$ cat src/soc_misc_params.svh
// soc misc constants
`ifndef SOC_MISC_PARAMS_SVH
`define SOC_MISC_PARAMS_SVH

// address bits 31:28
`define SOC_REGION_UART  4'h1
`define SOC_REGION_MISC  4'h2
`define SOC_REGION_LCD   4'h3
`define SOC_REGION_RAM   4'h4
`define SOC_REGION_REND  4'h5
`define SOC_REGION_USB   4'h6
`define SOC_REGION_PIC   4'h7
`define SOC_REGION_AUDIO 4'h8
`define SOC_REGION_PSRAM 4'h9

// misc register index, address bits 6:2
`define SOC_REG_LED       5'd0
`define SOC_REG_BTN       5'd1
`define SOC_REG_SOC_VER   5'd2
`define SOC_REG_FLASH_SEL 5'd13
`define SOC_REG_GENIO_IN  5'd17
`define SOC_REG_GENIO_OUT 5'd18
`define SOC_REG_GENIO_OE  5'd19
`define SOC_REG_GENIO_W2S 5'd20
`define SOC_REG_GENIO_W2C 5'd21

// upper bits of a flash select write that queue a reload
`define SOC_FSEL_KEY    24'hD0F1A5
`define SOC_FSEL_START  3'd7
`define SOC_FSEL_HI_MAX 3'd5
`define SOC_FSEL_HI_MIN 3'd3

`define SOC_ERR_WORD 32'hDEADBEEF
`define SOC_VERSION  32'h0000_8000

`define SOC_GENIO_W     30
`define SOC_LED_W       16
`define SOC_BTN_W       8
`define SOC_IRQ_BUSERR  3
`define SOC_IRQ_EXT_LSB 4
`define SOC_IRQ_EXT_W   3

`endif

$ cat src/soc_bus_pkg.sv
// system bus types
`include "soc_misc_params.svh"

package soc_bus_pkg;

	typedef logic [31:0] bus_addr_t;
	typedef logic [31:0] bus_data_t;
	// all zero means a read
	typedef logic [3:0] bus_strb_t;
	typedef logic [31:0] irq_vec_t;

	// only misc is served, the rest decode to a bus error
	typedef enum logic [3:0] {
		REGION_NONE  = 4'h0,
		REGION_UART  = `SOC_REGION_UART,
		REGION_MISC  = `SOC_REGION_MISC,
		REGION_LCD   = `SOC_REGION_LCD,
		REGION_RAM   = `SOC_REGION_RAM,
		REGION_REND  = `SOC_REGION_REND,
		REGION_USB   = `SOC_REGION_USB,
		REGION_PIC   = `SOC_REGION_PIC,
		REGION_AUDIO = `SOC_REGION_AUDIO,
		REGION_PSRAM = `SOC_REGION_PSRAM
	} bus_region_e;

endpackage

$ cat src/soc_misc_pkg.sv
// misc register block types
`include "soc_misc_params.svh"

package soc_misc_pkg;

	// indexes not listed read zero and drop writes
	typedef enum logic [4:0] {
		REG_LED       = `SOC_REG_LED,
		REG_BTN       = `SOC_REG_BTN,
		REG_SOC_VER   = `SOC_REG_SOC_VER,
		REG_FLASH_SEL = `SOC_REG_FLASH_SEL,
		REG_GENIO_IN  = `SOC_REG_GENIO_IN,
		REG_GENIO_OUT = `SOC_REG_GENIO_OUT,
		REG_GENIO_OE  = `SOC_REG_GENIO_OE,
		REG_GENIO_W2S = `SOC_REG_GENIO_W2S,
		REG_GENIO_W2C = `SOC_REG_GENIO_W2C
	} misc_reg_e;

	// flash select countdown
	typedef enum logic [1:0] {
		FSEL_IDLE   = 2'd0,
		FSEL_COUNT  = 2'd1,
		FSEL_RELOAD = 2'd2
	} fsel_state_e;

endpackage

$ cat src/bus_decode.sv
// bus request decoder
`include "soc_misc_params.svh"

module bus_decode
	import soc_bus_pkg::*, soc_misc_pkg::*;
(
	input  logic      clk48m,
	input  logic      rst,
	input  logic      i_valid,
	input  bus_addr_t i_addr,
	input  bus_data_t i_wdata,
	input  bus_strb_t i_wstrb,
	output logic      o_wr_en,
	output logic      o_rd_en,
	output logic      o_err,
	output misc_reg_e o_reg,
	output bus_data_t o_wdata
);

	logic        busy;
	logic        accept;
	logic        misc_hit;
	bus_region_e region;

	assign region   = bus_region_e'(i_addr[31:28]);
	assign misc_hit = (region == REGION_MISC);
	// first cycle of a held valid only
	assign accept   = i_valid && !busy;

	always_ff @(posedge clk48m) begin
		if (rst) begin
			busy    <= 1'b0;
			o_wr_en <= 1'b0;
			o_rd_en <= 1'b0;
			o_err   <= 1'b0;
		end else begin
			o_wr_en <= accept && misc_hit && (i_wstrb != '0);
			o_rd_en <= accept && misc_hit && (i_wstrb == '0);
			o_err   <= accept && !misc_hit;
			// stays busy until the master lets go of valid
			if (!i_valid)
				busy <= 1'b0;
			else if (accept)
				busy <= 1'b1;
		end
	end

	always_ff @(posedge clk48m) begin
		if (accept) begin
			o_reg   <= misc_reg_e'(i_addr[6:2]);
			o_wdata <= i_wdata;
		end
	end

endmodule

$ cat src/reg_execute.sv
// misc register write logic
`include "soc_misc_params.svh"

module reg_execute
	import soc_bus_pkg::*, soc_misc_pkg::*;
(
	input  logic                    clk48m,
	input  logic                    rst,
	input  logic                    i_wr_en,
	input  misc_reg_e               i_reg,
	input  bus_data_t               i_wdata,
	output logic [`SOC_LED_W-1:0]   o_led,
	output logic [`SOC_GENIO_W-1:0] o_genio_out,
	output logic [`SOC_GENIO_W-1:0] o_genio_oe,
	output logic                    o_fsel_d,
	output logic                    o_fsel_strobe,
	output logic                    o_fsel_key
);

	logic [`SOC_GENIO_W-1:0] genio_wr;

	assign genio_wr = i_wdata[`SOC_GENIO_W-1:0];

	always_ff @(posedge clk48m) begin
		if (rst) begin
			o_led         <= '0;
			o_genio_out   <= '0;
			o_genio_oe    <= '0;
			o_fsel_d      <= 1'b0;
			o_fsel_strobe <= 1'b0;
		end else begin
			o_fsel_strobe <= i_wr_en && (i_reg == REG_FLASH_SEL);
			if (i_wr_en) begin
				case (i_reg)
					REG_LED: o_led <= i_wdata[`SOC_LED_W-1:0];
					REG_FLASH_SEL: o_fsel_d <= i_wdata[0];
					REG_GENIO_OUT: o_genio_out <= genio_wr;
					REG_GENIO_OE: o_genio_oe <= genio_wr;
					// set and clear only touch bits written as one
					REG_GENIO_W2S: o_genio_out <= o_genio_out | genio_wr;
					REG_GENIO_W2C: o_genio_out <= o_genio_out & ~genio_wr;
					// read-only and unknown indexes
					default: ;
				endcase
			end
		end
	end

	// upper bits compared against the reload key
	always_ff @(posedge clk48m) begin
		o_fsel_key <= (i_wdata[31:8] == `SOC_FSEL_KEY);
	end

endmodule

$ cat src/fsel_sequencer.sv
// flash select sequencer
`include "soc_misc_params.svh"

module fsel_sequencer
	import soc_misc_pkg::*;
(
	input  logic clk48m,
	input  logic rst,
	input  logic i_strobe,
	input  logic i_key,
	output logic o_fsel_c,
	output logic o_programn
);

	fsel_state_e state;
	logic [2:0]  count;
	logic        reload_queued;

	// clock the flash mux flop well after its data line settles
	assign o_fsel_c = (state == FSEL_COUNT) &&
		(count <= `SOC_FSEL_HI_MAX) && (count >= `SOC_FSEL_HI_MIN);
	assign o_programn = (state != FSEL_RELOAD);

	always_ff @(posedge clk48m) begin
		if (rst) begin
			state         <= FSEL_IDLE;
			count         <= '0;
			reload_queued <= 1'b0;
		end else begin
			if (i_strobe && i_key)
				reload_queued <= 1'b1;
			case (state)
				FSEL_IDLE: begin
					if (i_strobe) begin
						count <= `SOC_FSEL_START;
						state <= FSEL_COUNT;
					end
				end
				FSEL_COUNT: begin
					if (i_strobe) begin
						count <= `SOC_FSEL_START;
					end else if (count == 3'd1) begin
						count <= '0;
						state <= reload_queued ? FSEL_RELOAD : FSEL_IDLE;
					end else begin
						count <= count - 3'd1;
					end
				end
				// programn held low until reset
				default: state <= FSEL_RELOAD;
			endcase
		end
	end

endmodule

$ cat src/read_result.sv
// bus response and irq
`include "soc_misc_params.svh"

module read_result
	import soc_bus_pkg::*, soc_misc_pkg::*;
(
	input  logic                      clk48m,
	input  logic                      rst,
	input  logic                      i_rd_en,
	input  logic                      i_wr_en,
	input  logic                      i_err,
	input  misc_reg_e                 i_reg,
	input  logic [`SOC_LED_W-1:0]     i_led,
	input  logic [`SOC_GENIO_W-1:0]   i_genio_out,
	input  logic [`SOC_GENIO_W-1:0]   i_genio_oe,
	input  logic                      i_fsel_d,
	input  logic [`SOC_BTN_W-1:0]     i_btn,
	input  logic [`SOC_GENIO_W-1:0]   i_genio_in,
	input  logic [`SOC_IRQ_EXT_W-1:0] i_irq_ext,
	output logic                      o_ready,
	output bus_data_t                 o_rdata,
	output irq_vec_t                  o_irq
);

	bus_data_t             rd_word;
	logic                  err_q;
	logic [`SOC_BTN_W-1:0] btn_n;

	// buttons are active low on the board
	assign btn_n = ~i_btn;

	always_comb begin
		case (i_reg)
			REG_LED: rd_word = bus_data_t'(i_led);
			REG_BTN: rd_word = bus_data_t'(btn_n);
			REG_SOC_VER: rd_word = `SOC_VERSION;
			REG_FLASH_SEL: rd_word = bus_data_t'(i_fsel_d);
			REG_GENIO_IN: rd_word = bus_data_t'(i_genio_in);
			REG_GENIO_OUT: rd_word = bus_data_t'(i_genio_out);
			REG_GENIO_OE: rd_word = bus_data_t'(i_genio_oe);
			default: rd_word = '0;
		endcase
	end

	always_ff @(posedge clk48m) begin
		if (rst) begin
			o_ready <= 1'b0;
			err_q   <= 1'b0;
		end else begin
			o_ready <= i_rd_en || i_wr_en || i_err;
			err_q   <= i_err;
		end
	end

	always_ff @(posedge clk48m) begin
		if (i_err)
			o_rdata <= `SOC_ERR_WORD;
		else if (i_rd_en)
			o_rdata <= rd_word;
		else if (i_wr_en)
			o_rdata <= '0;
	end

	// bus error only flags during its own response
	always_comb begin
		o_irq = '0;
		o_irq[`SOC_IRQ_BUSERR] = err_q;
		o_irq[`SOC_IRQ_EXT_LSB +: `SOC_IRQ_EXT_W] = i_irq_ext;
	end

endmodule

$ cat src/soc_misc.sv
// soc misc slice top
`include "soc_misc_params.svh"

module soc_misc
	import soc_bus_pkg::*, soc_misc_pkg::*;
(
	input  logic                      clk48m,
	input  logic                      rst,
	input  logic                      i_valid,
	input  bus_addr_t                 i_addr,
	input  bus_data_t                 i_wdata,
	input  bus_strb_t                 i_wstrb,
	output bus_data_t                 o_rdata,
	output logic                      o_ready,
	output logic [`SOC_LED_W-1:0]     o_led,
	output logic [`SOC_GENIO_W-1:0]   o_genio_out,
	output logic [`SOC_GENIO_W-1:0]   o_genio_oe,
	output logic                      o_fsel_d,
	output logic                      o_fsel_c,
	output logic                      o_programn,
	output irq_vec_t                  o_irq,
	input  logic [`SOC_BTN_W-1:0]     i_btn,
	input  logic [`SOC_GENIO_W-1:0]   i_genio_in,
	// usb, copper, audio
	input  logic [`SOC_IRQ_EXT_W-1:0] i_irq_ext
);

	logic      wr_en;
	logic      rd_en;
	logic      err;
	misc_reg_e reg_sel;
	bus_data_t wdata;
	logic      fsel_strobe;
	logic      fsel_key;

	bus_decode bus_decode_i (
		.clk48m  (clk48m),
		.rst     (rst),
		.i_valid (i_valid),
		.i_addr  (i_addr),
		.i_wdata (i_wdata),
		.i_wstrb (i_wstrb),
		.o_wr_en (wr_en),
		.o_rd_en (rd_en),
		.o_err   (err),
		.o_reg   (reg_sel),
		.o_wdata (wdata)
	);

	reg_execute reg_execute_i (
		.clk48m        (clk48m),
		.rst           (rst),
		.i_wr_en       (wr_en),
		.i_reg         (reg_sel),
		.i_wdata       (wdata),
		.o_led         (o_led),
		.o_genio_out   (o_genio_out),
		.o_genio_oe    (o_genio_oe),
		.o_fsel_d      (o_fsel_d),
		.o_fsel_strobe (fsel_strobe),
		.o_fsel_key    (fsel_key)
	);

	fsel_sequencer fsel_sequencer_i (
		.clk48m     (clk48m),
		.rst        (rst),
		.i_strobe   (fsel_strobe),
		.i_key      (fsel_key),
		.o_fsel_c   (o_fsel_c),
		.o_programn (o_programn)
	);

	read_result read_result_i (
		.clk48m      (clk48m),
		.rst         (rst),
		.i_rd_en     (rd_en),
		.i_wr_en     (wr_en),
		.i_err       (err),
		.i_reg       (reg_sel),
		.i_led       (o_led),
		.i_genio_out (o_genio_out),
		.i_genio_oe  (o_genio_oe),
		.i_fsel_d    (o_fsel_d),
		.i_btn       (i_btn),
		.i_genio_in  (i_genio_in),
		.i_irq_ext   (i_irq_ext),
		.o_ready     (o_ready),
		.o_rdata     (o_rdata),
		.o_irq       (o_irq)
	);

endmodule

$ cat config.mk
export PLATFORM = sky130hd
export DESIGN_NAME = soc_misc
export DESIGN_NICKNAME = d
export VERILOG_FILES = /design/src/soc_bus_pkg.sv /design/src/soc_misc_pkg.sv /design/src/bus_decode.sv /design/src/reg_execute.sv /design/src/fsel_sequencer.sv /design/src/read_result.sv /design/src/soc_misc.sv
export VERILOG_INCLUDE_DIRS = /design/src
export SDC_FILE = /design/constraint.sdc
export NUM_CORES = 1
export LEC_CHECK = 0
export ABC_AREA = 1
export BUFFER_PORTS_ARGS = -buffer_cell sky130_fd_sc_hd__buf_4
export CAP_MARGIN = 20
export CORE_MARGIN = 10
export CORE_UTILIZATION = 35
export CTS_BUF_LIST = sky130_fd_sc_hd__clkbuf_8
export DETAILED_ROUTE_END_ITERATION = 6
export GPL_ROUTABILITY_DRIVEN = 0
export HOLD_SLACK_MARGIN = 0.06
export PLACE_DENSITY = 0.57
export SYNTH_ARGS = -nofsm -noshare
export SYNTH_HDL_FRONTEND = slang
export SYNTH_SLANG_ARGS = --single-unit
$ cat constraint.sdc
create_clock -name clk48m -period 4.7 [get_ports clk48m]
set_input_delay 0.94 -clock clk48m [delete_from_list [all_inputs] [get_ports clk48m]]
set_output_delay 0.94 -clock clk48m [all_outputs]
set_load 0.05 [all_outputs]
---- Word level (Yosys, flattened, before mapping) ----
Index checks and enable logic that the tools add are counted.
operators by class
  reduce and logical (&&, ||, !) cells .... 27
  add/sub/neg operators ................... 1
  magnitude comparators ................... 2
  muxes and demuxes ....................... 13
  equality and inequality tests ........... 16
  bitwise operators ....................... 5
operators by type and width
  kind                                                              number
  30-bit case mux with 7 select lines                               1
  30-bit case mux with 3 select lines                               1
  32-bit 2-to-1 mux                                                 2
  30-bit bitwise AND                                                1
  30-bit inverter                                                   1
  30-bit OR                                                         1
  5-bit == test (second input constant)                             5
  24-bit == test (second input constant)                            1
  2-bit AND reduction                                               5
  1-bit logical AND                                                 9
  3-bit 2-to-1 mux                                                  3
  2-bit 2-to-1 mux                                                  4
  2-bit inequality test (second input constant)                     4
  8-bit inverter                                                    1
  3-bit case mux with 2 select lines                                1
  5-bit by 1-bit == test with 1-bit output (second input constant)  1
  5-bit by 2-bit == test with 1-bit output (second input constant)  1
  5-bit by 4-bit == test with 1-bit output (second input constant)  1
  5-bit logical NOT                                                 1
  4-bit by 2-bit == test with 1-bit output (second input constant)  1
  4-bit logical NOT                                                 1
  2-bit case mux with 2 select lines                                1
  2-bit nonzero test                                                2
  4-bit nonzero test                                                1
  12 further kinds                                                  14
storage, ports and cells
  word-level logic and storage cells ...... 82
  output and inout bits ................... 144
  flip-flop bits (word level) ............. 160
  input port bits ......................... 112

---- Longest topological paths before layout ----
Gate-level depths: netlist of run 1.
  word-level depth ........................ 4
  depth in mapped cells ................... 10
  gate-level depth less buffers ........... 9

---- By module ----
From an unflattened synthesis of run 1, not the netlist that was laid out.
second synthesis, totals
  cell total of the unflattened synthesis .. 962
  area, all modules ....................... 7,352.1 µm²
modules (own cells, without submodules)
  module          cells an instance  area an instance (µm²)  instances  sequential area each (µm²)
  reg_execute     458                3,433.3                 1          1,581.5
  read_result     385                2,274.7                 1          660.6
  bus_decode      65                 1,287.5                 1          1,191.1
  fsel_sequencer  54                 356.6                   1          120.1

---- Worst setup path after synthesis of run 1 ----
No wires, ideal clock.
  kind .................................... input to register
  from .................................... input i_valid
  to ...................................... register bus_decode_i.o_rd_en
  arrival time ............................ 2.954 ns
  slack ................................... 1.673 ns
  data required time ...................... 4.627 ns
  path buffers ............................ 0
  stages on the path ...................... 4
  library setup time ...................... 0.073 ns
  path through ............................ inv_1 -> nor2_1 -> nand3_1 -> nor2_1
between the ends
  word-level cells in the longest chain between the ends .. 3
RTL lines
  item                            RTL line          RTL
  start, declared                 soc_misc.sv:9     input logic i_valid,
  1-bit logical AND               bus_decode.sv:28  assign accept = i_valid && !busy;
  via bus_decode_i.accept         bus_decode.sv:21  logic accept;
  1-bit logical AND (2 in a row)  bus_decode.sv:38  o_rd_en <= accept && misc_hit && (i_wstrb == '0);
  end signal, assigned            bus_decode.sv:38
  end, declared                   bus_decode.sv:14  output logic o_rd_en,
The timed path passes the listed nets, and every way through them passes these cells.
A chain may end at the register's enable or synchronous reset.

---- Worst setup path in the final report of run 1 ----
  from .................................... register bus_decode_i.o_reg[2]
  to ...................................... register read_result_i.o_rdata[16]
between the ends
  word-level cells in the longest chain between the ends .. 3
  elaborated cells between the ends (all ways) .. 9
  those cells by class .................... eq/ne: 6; mux: 2; reduce/logical: 1
RTL lines
  item                                     RTL line           RTL
  start, declared                          bus_decode.sv:16   output misc_reg_e o_reg,
  start signal, assigned                   bus_decode.sv:50   o_reg <= misc_reg_e'(i_addr[6:2]);
  5-bit == test (tied with other cells)    read_result.sv:33  case (i_reg)
  30-bit case mux with 7 select lines (*)  read_result.sv:33
  32-bit 2-to-1 mux (*)                    read_result.sv:58  else if (i_rd_en)
  end signal, assigned                     read_result.sv:57  o_rdata <= `SOC_ERR_WORD;
  end signal, assigned                     read_result.sv:59  o_rdata <= rd_word;
  end, declared                            read_result.sv:21  output bus_data_t o_rdata,
Mark *: on every way between the ends. The rest lies on a longest branch, timed or not.

==> flow_metrics.tcl, run 1 <==
set metrics [dict create \
    path_class "reg -> reg" \
    syn_inst 889 \
    die_w_um 163 \
    cp-end-kind "flop" \
    synth_seq_cells 159 \
    grt_start_max_net_pins 65 \
    async_reset_ff_share_pct 0 \
    dieArea_mm2 0.0264 \
    route.vias.total 6751 \
    clkTransAtPathRegs_ps 90 \
    clock_skew_ps 10.1 \
    route.detailed.drc 0 \
    synth_area_leaders "dfxtp_1, edfxtp_1, nand2_1" \
    dp_hpwl_mm 18.2 \
    period_minus_slack_ps 2860 \
    drive_gt1_share_pct 24.2 \
    critPathBufInv 1 \
    grt_util_met3_pct 5.13 \
    path_common_cell "nand2_1" \
    port_buffers 198 \
    cts.sinks 159 \
    cp_data_required_time_ps 5100 \
    total_power_uw 2690 \
    worstPathMaxFanout 35 \
    setup_tns_ps 0 \
    rsz0062_at_grt "false" \
    top_usage_layer "met2" \
    use_met1_pct 25.3 \
    drt-total-wl_mm 25.2 \
    synthFlopType "dfxtp_1" \
    synth-edff-count 37 \
    crit_chain "buf_4 -> nor2_4 -> nand2_2 -> nor2_2 -> nand2_1 -> nand3_1 -> nand2_1 -> nand2_1" \
    min_path_cells 2 \
    drtIter0Drc 529 \
    grtUsageTotal_pct 18.2 \
    slowest_delay_ps 860 \
    power_leakage_uw 0.00374 \
    reg2reg_depth 8 \
    synth_common_cells "nand2_1, dfxtp_1, a21oi_1" \
    grt_pass1_wl_mm 37.6 \
    dp_slack_ps 1890 \
    ios 256 \
    cts_buffers 17 \
    use_met2_pct 27.1 \
    routed_via_density 5.07 \
    synth_top_area_share_pct 34.3 \
    crit_path_top_delay_cell "nor2_2" \
    regMostFlops "bus_decode_i.o_wdata" \
    layoutNonFillerInstCount 1331 \
    clk_path_buf_depth 2 \
    coreArea_mm2 0.0201 \
    place_inst 1294 \
    die_y_um 163 \
    tightest_slew_ps 1060 \
    setup_ws_ps 1840 \
    largestRegisters "bus_decode_i.o_wdata x32, read_result_i.o_rdata x31" \
    synth.avg_cell_area_um2 8.00 \
    synth.largest_area_cell "dfxtp_1" \
    yosysMostFrequentCell "nand2_1" \
    netlist_area_mm2 0.00711 \
    largest_reg_flops 32 \
    yosys_warnings 0 \
    drv_cap 0 \
    post_cts_resized 0 \
    path_depth 8 \
    overflow 0 \
    max_freq_mhz 349 \
    layout.nets 1162 \
    wl_per_cell_um 18.9 \
    critPathArrivalTime_ps 3260 \
    status "completed" \
    setup_viol 0 \
    finalCritPeriodShare_pct 60.9 \
    cts.root.buffer_cell "clkbuf_8" \
    antenna_left 0 \
    final_max_slew_viol_count 0 \
    hp-class "reg -> reg" \
    firstDrtPassIters 5 \
    area_delta_synth_final_pct 26.4 \
    max_slew_margin_pct 29.0 \
    row_count 52 \
    yosysUniqueCellTypes 32 \
    clk_latency_ps 460 \
    powerDensity_mw_per_mm2 300 \
    cts_tree "built" \
    antenna_found_initial 1 \
    postCtsHoldBufs 0 \
    hold_violations 0 \
    initial_utilization_pct 35.4 \
    start_kind "flop" \
    htree_levels 4 \
    peakVddDrop_mv 0.169 \
    cts_setup_buffers 0 \
    grt_pass1_vias 6214 \
    critPathTopFamily "simple AND/OR/NAND/NOR gates" \
    ys_seq_area_share_pct 50.0 \
]
## final cells by class
type	instances	area [um2]
Clock buffer	17	234
Antenna cell	1	2.50
Clock inverter	15	125
Multi-Input combinational cell	606	2910
Tap cell	270	338
Fill cell	2106	11100
Sequential cell	159	3550
Inverter	54	203
Timing Repair Buffer	209	1620
## kinds of logic after synthesis
group           count (synthesis)  synth area share, %
compound gates                161                 11.6
flops                         159                 50.0
simple gates                  413                 27.1
buf+inv                       151                 10.7
other cells                     1               0.0527
xor+xnor                        1                0.123
fa+ha+maj                       3                0.528
## worst paths after layout
kind,from,end,slack [ps]
worst max-delay path,bus_decode_i.o_reg[2],read_result_i.o_rdata[16],1840
worst max register to register,bus_decode_i.o_reg[2],read_result_i.o_rdata[16],1840
worst min-delay path,read_result_i.o_rdata[29],read_result_i.o_rdata[29],460
worst min register to register,read_result_i.o_rdata[29],read_result_i.o_rdata[29],460
## metal layers
metal / up-vias / routed length, um
met5: - / 0
met4: 0 / 360
met3: 22 / 2190
met2: 266 / 11200
met1: 3173 / 11500
li1: 3290 / -
## worst reg2reg max path, cell delays in order (launching register included)
cell,delay (ps)
edfxtp_1,380
buf_4,280
nor2_4,500
nand2_2,240
nor2_2,860
nand2_1,270
nand3_1,140
nand2_1,50
nand2_1,80
## layout by cell type (no fill, tap or decap), types with 3 or more instances in the layout
cell and n:
nor2_2 6, a221oi_1 3, clkinv_4 4, nand4_1 86, conb_1 28, clkinvlp_4 4, edfxtp_1 37, nand2_1 218
nand3_1 61, clkbuf_8 17, nor4_1 6, o21ai_0 23, a21oi_1 102, inv_1 53, nor3_1 4, buf_4 204
nor2_1 22, nor2_4 3, ha_1 3, o21ai_1 31, dfxtp_1 121
## where the power goes
part | switching (uW) | internal, uW | total, uW | leakage [uW]
clock network | 535 | 414 | 949 | 0.000174
logic | 201 | 85.4 | 286 | 0.00223
registers | 26.5 | 1430 | 1460 | 0.00134
## through the flow
step	util, %	cell area (um2)	hold slack (ps)
floorplan	-	7210	400
global placement	42.6	8560	441
detailed placement	42.6	8560	445
CTS	44.3	8920	460
global route	44.7	8980	478
finish	44.7	8990	455
Power figures use the tool's default switching activity.
==> run 2, diff against run 1 <==
ABC_AREA = 0   (was 1)
PLACE_DENSITY = 0.6   (was 0.57)
clock period = 2.3 ns   (was 4.7 ns; I/O delays follow)
==> run 2 against run 1 <==
Effect of this change: global-route usage shrank 0.11 points; combinational power grew 120%; count of clock-buffer cells in the layout is the same; non-clock buffer count grew 17; core utilization grew 2.4 points.
==> flow_metrics.tcl, run 2 <==
set metrics [dict create \
    status "completed" \
    cts_buffers 17 \
    largestRegisters "bus_decode_i.o_wdata x32, read_result_i.o_rdata x31" \
    antenna_found_initial 0 \
    start_kind "flop" \
    reg2reg_slack_ps 280 \
    crit_chain "inv_1 -> ha_1 -> a21oi_1 -> a211oi_1 -> buf_4" \
    final_cell_area_mm2 0.00890 \
    htree_levels 4 \
    die_y_um 159 \
    critPathArrivalTime_ps 1630 \
    internal-power_uw 4210 \
    drt-total-wl_mm 23.7 \
    cts.sinks 159 \
    drive_gt1_share_pct 30.4 \
    dp_hpwl_mm 17.5 \
    grt_start_max_net_pins 58 \
    final_max_slew_viol_count 0 \
    port_buffers 198 \
    hp-class "in -> reg" \
    row_count 50 \
    synth_area_leaders "dfxtp_1, edfxtp_1, a21oi_1" \
    clkTransAtPathRegs_ps 90 \
    top_usage_layer "met2" \
    peakVddDrop_mv 0.330 \
    cts_tree "built" \
    power.switching_uw 1530 \
    synth_seq_cells 159 \
    power_leakage_uw 0.00350 \
    setup_tns_ps 0 \
    total_power_uw 5740 \
    grt_pass1_vias 5821 \
    grtUsageTotal_pct 18.1 \
    grt_util_met3_pct 4.54 \
    overflow 0 \
    use_met2_pct 28.1 \
    cp_data_required_time_ps 1840 \
    yosysMostFrequentCell "dfxtp_1" \
    finalCritPeriodShare_pct 91.0 \
    path_class "reg -> out" \
    mostFrequentLayoutCells "buf_4, dfxtp_1, nand2_1" \
    cp-end-kind "output port" \
    clk_latency_ps 460 \
    cts.root.buffer_cell "clkbuf_8" \
    routed_via_density 5.12 \
    tightest_slew_ps 840 \
    max_freq_mhz 478 \
    regMostFlops "bus_decode_i.o_wdata" \
    max_slew_margin_pct 43.8 \
    clk_path_buf_depth 2 \
    firstDrtPassIters 5 \
    wl_per_cell_um 20.6 \
    synthFlopType "dfxtp_1" \
    hold_violations 0 \
    die_w_um 159 \
    crit_path_top_delay_cell "dfxtp_1" \
    seqPwrFrac_pct 52.0 \
    clockPowerShare_pct 37.2 \
    netlist_area_mm2 0.00680 \
    synth_top_area_share_pct 35.9 \
    diodes 0 \
    yosys_warnings 0 \
    drtIter0Drc 424 \
    powerDensity_mw_per_mm2 645 \
    period_minus_slack_ps 2090 \
    swShare_pct 26.7 \
    antenna_left 0 \
    setup_viol 0 \
    dp_slack_ps 280 \
    comb_power_share_pct 10.8 \
    synth.largest_area_cell "dfxtp_1" \
    fillCellCount 1891 \
    initial_utilization_pct 36.0 \
    worstPathMaxFanout 4 \
    timing.hold.ws_ps 167 \
    grt_pass1_wl_mm 36.0 \
    async_reset_ff_share_pct 0 \
    synth-edff-count 37 \
    layout.nets 993 \
    rsz0062_at_grt "false" \
    post_cts_resized 0 \
    cts_setup_buffers 0 \
    syn_inst 692 \
    place_area_mm2 0.00850 \
    drv_cap 0 \
    route.detailed.drc 0 \
    use_met1_pct 23.9 \
    ys_seq_area_share_pct 52.3 \
    ios 256 \
    largest_reg_flops 32 \
    postCtsHoldBufs 0 \
    layout_commonest_cell "buf_4" \
    dieArea_mm2 0.0254 \
    route.vias.total 5896 \
    setup_ws_ps 206 \
    clock_skew_ps 14.1 \
    slowest_delay_ps 330 \
    area_delta_synth_final_pct 31.0 \
    synth_common_cells "dfxtp_1, nand2_1, a21oi_1" \
    synth.avg_cell_area_um2 9.82 \
    coreArea_mm2 0.0189 \
    yosysUniqueCellTypes 62 \
]
run 2: cell types whose count changed after synthesis, sizes merged, moves of 7 or more:
cell,before,now
nand4,86,3
a32o,0,30
a21oi,102,82
a22oi,0,12
mux2i,0,14
inv,54,4
nand2,220,98
a221o,0,8
nor2b,0,7
o2bb2ai,0,7
o21ai,54,47
nand3,62,6
mux2,0,10
nand3b,0,9
run 2: worst paths after layout:
path | from | end | cells after the start
setup / recovery | fsel_sequencer_i.count[1] | o_fsel_c | 5
hold / removal | i_wdata[11] | bus_decode_i.o_wdata[11] | 1
setup reg to reg | bus_decode_i.o_reg[3] | reg_execute_i.o_genio_out[28] | 5
hold reg to reg | reg_execute_i.o_fsel_key | fsel_sequencer_i.reload_queued | 2
run 2: area by class of cell:
| class | count | area [um2] | area share (%) |
|---|---|---|---|
| clock buffer | 17 | 234 | 2.63 |
| clock inverter | 15 | 170 | 1.91 |
| inverter | 4 | 15.0 | 0.169 |
| multi-input combinational | 470 | 2830 | 31.8 |
| sequential | 159 | 3550 | 39.9 |
| tap | 260 | 325 | 3.65 |
| timing repair buffer | 226 | 1770 | 19.9 |
run 2: power groups by stage:
stage	combinational [uW]	clock (uW)	sequential, uW
2_1_floorplan	351	0	3110
3_3_place_gp	614	0	3050
3_5_place_dp	619	0	3050
4_1_cts	619	2180	2980
5_1_grt	658	2300	2990
6_report	621	2140	2980
run 2: kinds of logic after synthesis:
| logic type | count (synthesis) | share of synthesized area [%] |
|---|---|---|
| buffers and inverters | 90 | 7.82 |
| other | 1 | 0.0552 |
| adder cells (fa/ha/maj) | 3 | 0.552 |
| multiplexers | 24 | 3.72 |
| AO/OA/AOI/OAI | 221 | 21.7 |
| XOR/XNOR | 1 | 0.129 |
| AND/OR/NAND/NOR | 193 | 13.8 |
| flip-flops | 159 | 52.3 |
run 2: metrics by stage:
stage | cells | utilization [%]
after detailed placement | 1119 | 45.0
after floorplan | 719 | -
after CTS | 1151 | 47.1
after global placement | 1119 | 45.0
after global routing | 1151 | 47.1
final | 1151 | 47.1
run 2: layer usage:
layer	wire, um	share of wire, %
met5	0	0
met4	451	1.9
met3	1470	6.2
met2	10900	46
met1	10800	46
run 2: critical path, delay by kind of cell (launching register included):
family	cells	cell delay [ps]
AOI/OAI and AO/OA	2	290
adders and majority gates	1	210
buffers and inverters	2	360
DFF	1	330
==> run 3, diff against run 2 <==
ABC_AREA = 1   (was 0)
PLACE_DENSITY = 0.59   (was 0.6)
==> run 3 against run 2 <==
Effect of this change: design area increased by 2.2%; largest power group unchanged; die area increased by 4.0%; count of clock-buffer cells in the layout increased by 1; largest cell class unchanged; total power decreased by 1.8%; global-route usage decreased by 0.050 points; setup slack improved by 28 ps; highest routed layer unchanged.
==> flow_metrics.tcl, run 3 (synthesis gave the netlist of run 1 again) <==
set metrics [dict create \
    coreArea_mm2 0.0201 \
    dp_hpwl_mm 18.3 \
    setup_tns_ps 0 \
    route.detailed.drc 0 \
    row_count 52 \
    hp-class "in -> reg" \
    max_slew_margin_pct 53.6 \
    diodes 0 \
    comb_power_share_pct 10.7 \
    power.switching_uw 1550 \
    reg2reg_slack_ps 320 \
    regMostFlops "bus_decode_i.o_wdata" \
    route.vias.total 6670 \
    wl_per_cell_um 18.3 \
    largest_reg_flops 32 \
    power_leakage_uw 0.00382 \
    grtUsageTotal_pct 18.1 \
    powerDensity_mw_per_mm2 619 \
    cts_tree "built" \
    grt_start_max_net_pins 63 \
    overflow 0 \
    die_y_um 163 \
    ios 256 \
    mostFrequentLayoutCells "nand2_1, buf_4, dfxtp_1" \
    min_path_cells 1 \
    internal-power_uw 4090 \
    cp_data_required_time_ps 1840 \
    antenna_left 0 \
    crit_path_top_delay_cell "dfxtp_1" \
    hp-start "i_wdata[3]" \
    clkTransAtPathRegs_ps 90 \
    post_cts_resized 0 \
    hold_violations 0 \
    r2r-end "reg_execute_i.o_genio_out[19]" \
    area_delta_synth_final_pct 28.0 \
    clk_latency_ps 460 \
    period_minus_slack_ps 2070 \
    htree_levels 4 \
    clockPowerShare_pct 36.7 \
    max_freq_mhz 484 \
    start_kind "flop" \
    dieArea_mm2 0.0264 \
    cts.sinks 159 \
    path_class "reg -> out" \
    initial_utilization_pct 35.4 \
    antenna_found_initial 0 \
    cts_setup_buffers 0 \
    clock_skew_ps 11.4 \
    cts_buffers 17 \
    finalCritPeriodShare_pct 89.8 \
    clk_path_buf_depth 2 \
    firstDrtPassIters 5 \
    cp-end-kind "output port" \
    r2r-start "bus_decode_i.o_reg[1]" \
    drtIter0Drc 515 \
    seqPwrFrac_pct 52.6 \
    drv_cap 0 \
    final_max_slew_viol_count 0 \
    rsz0062_at_grt "false" \
    critPathArrivalTime_ps 1610 \
    min_to "bus_decode_i.o_wdata[3]" \
    tightest_slew_ps 690 \
    layout.nets 1175 \
    crit_chain "inv_1 -> ha_1 -> nor2_1 -> a221oi_2 -> buf_4" \
    drive_gt1_share_pct 25.3 \
    port_buffers 198 \
    grt_pass1_vias 6212 \
    drt-total-wl_mm 24.6 \
    swShare_pct 27.4 \
    die_w_um 163 \
    peakVddDrop_mv 0.317 \
    postCtsHoldBufs 0 \
    cts.root.buffer_cell "clkbuf_8" \
    worstPathMaxFanout 4 \
    status "completed" \
    setup_viol 0 \
    startpoint "fsel_sequencer_i.count[1]" \
    timing.hold.ws_ps 168 \
    routed_via_density 4.97 \
    slowest_delay_ps 340 \
    largestRegisters "bus_decode_i.o_wdata x32, read_result_i.o_rdata x31" \
    reg2reg_depth 8 \
    grt_pass1_wl_mm 37.3 \
]
[run 3: changes by cell type in the layout (fill, tap and decap cells not counted), sizes merged, moves of 8 or more]
cell	previous run	this run
a22oi	12	0
nand3b	9	0
a221o	8	0
mux2i	14	0
nand3	6	62
a21oi	82	102
inv	8	58
nand4	3	86
a32o	30	0
mux2	10	0
nand2	98	220
[run 3: metrics by stage]
| step | power, uW | cell area [um2] | std cells | util [%] | setup slack [ps] |
|---|---|---|---|---|---|
| 6_report | 5640 | 9100 | 1343 | 45.3 | 234 |
| 5_1_grt | 5850 | 9100 | 1343 | 45.3 | 97.8 |
| 4_1_cts | 5680 | 9080 | 1341 | 45.2 | 196 |
| 3_5_place_dp | 3630 | 8690 | 1309 | 43.2 | 343 |
| 3_3_place_gp | 3630 | 8690 | 1309 | 43.2 | 343 |
| 2_1_floorplan | 3440 | 7220 | 916 | - | 400 |
[run 3: final cells by class]
| cell class | count | area [um2] |
|---|---|---|
| sequential | 159 | 3550 |
| fill | 2054 | 11000 |
| timing repair buffer | 222 | 1700 |
| multi-input combinational | 606 | 2920 |
| clock inverter | 14 | 143 |
| inverter | 54 | 203 |
| clock buffer | 18 | 248 |
| tap | 270 | 338 |
[run 3: worst max path at each step]
stage | to | slack [ps] | cells past startpoint
5_1_grt | read_result_i.o_rdata[22] | 100 | 9
4_1_cts | o_fsel_c | 200 | 5
2_1_floorplan | bus_decode_i.o_reg[0] | 400 | 2
3_3_place_gp | read_result_i.o_rdata[12] | 340 | 8
6_report | o_fsel_c | 230 | 5
3_5_place_dp | read_result_i.o_rdata[14] | 340 | 8
[run 3: critical path: cells and delay by family (launching register included)]
family | cells | cell delay [ps]
AND/OR/NAND/NOR | 1 | 60
adder cells (fa/ha/maj) | 1 | 180
flip-flops | 1 | 340
buffers and inverters | 2 | 340
AO/OA/AOI/OAI | 1 | 230
[run 3: metal layers]
layer  GRT usage (%)  wire [um]  up-vias
li1                -          -     3328
met1            25.2      11200     3073
met2            26.6      11000      247
met3            4.75       2030       22
met4            5.53        358        0
met5               0          0        -
[run 3: power groups by stage]
| stage | registers [uW] | logic (uW) | clock network (uW) |
|---|---|---|---|
| floorplan | 3100 | 343 | 0 |
| global placement | 3030 | 597 | 0 |
| detailed placement | 3030 | 598 | 0 |
| CTS | 2960 | 598 | 2120 |
| global route | 2970 | 643 | 2240 |
| finish | 2960 | 601 | 2070 |
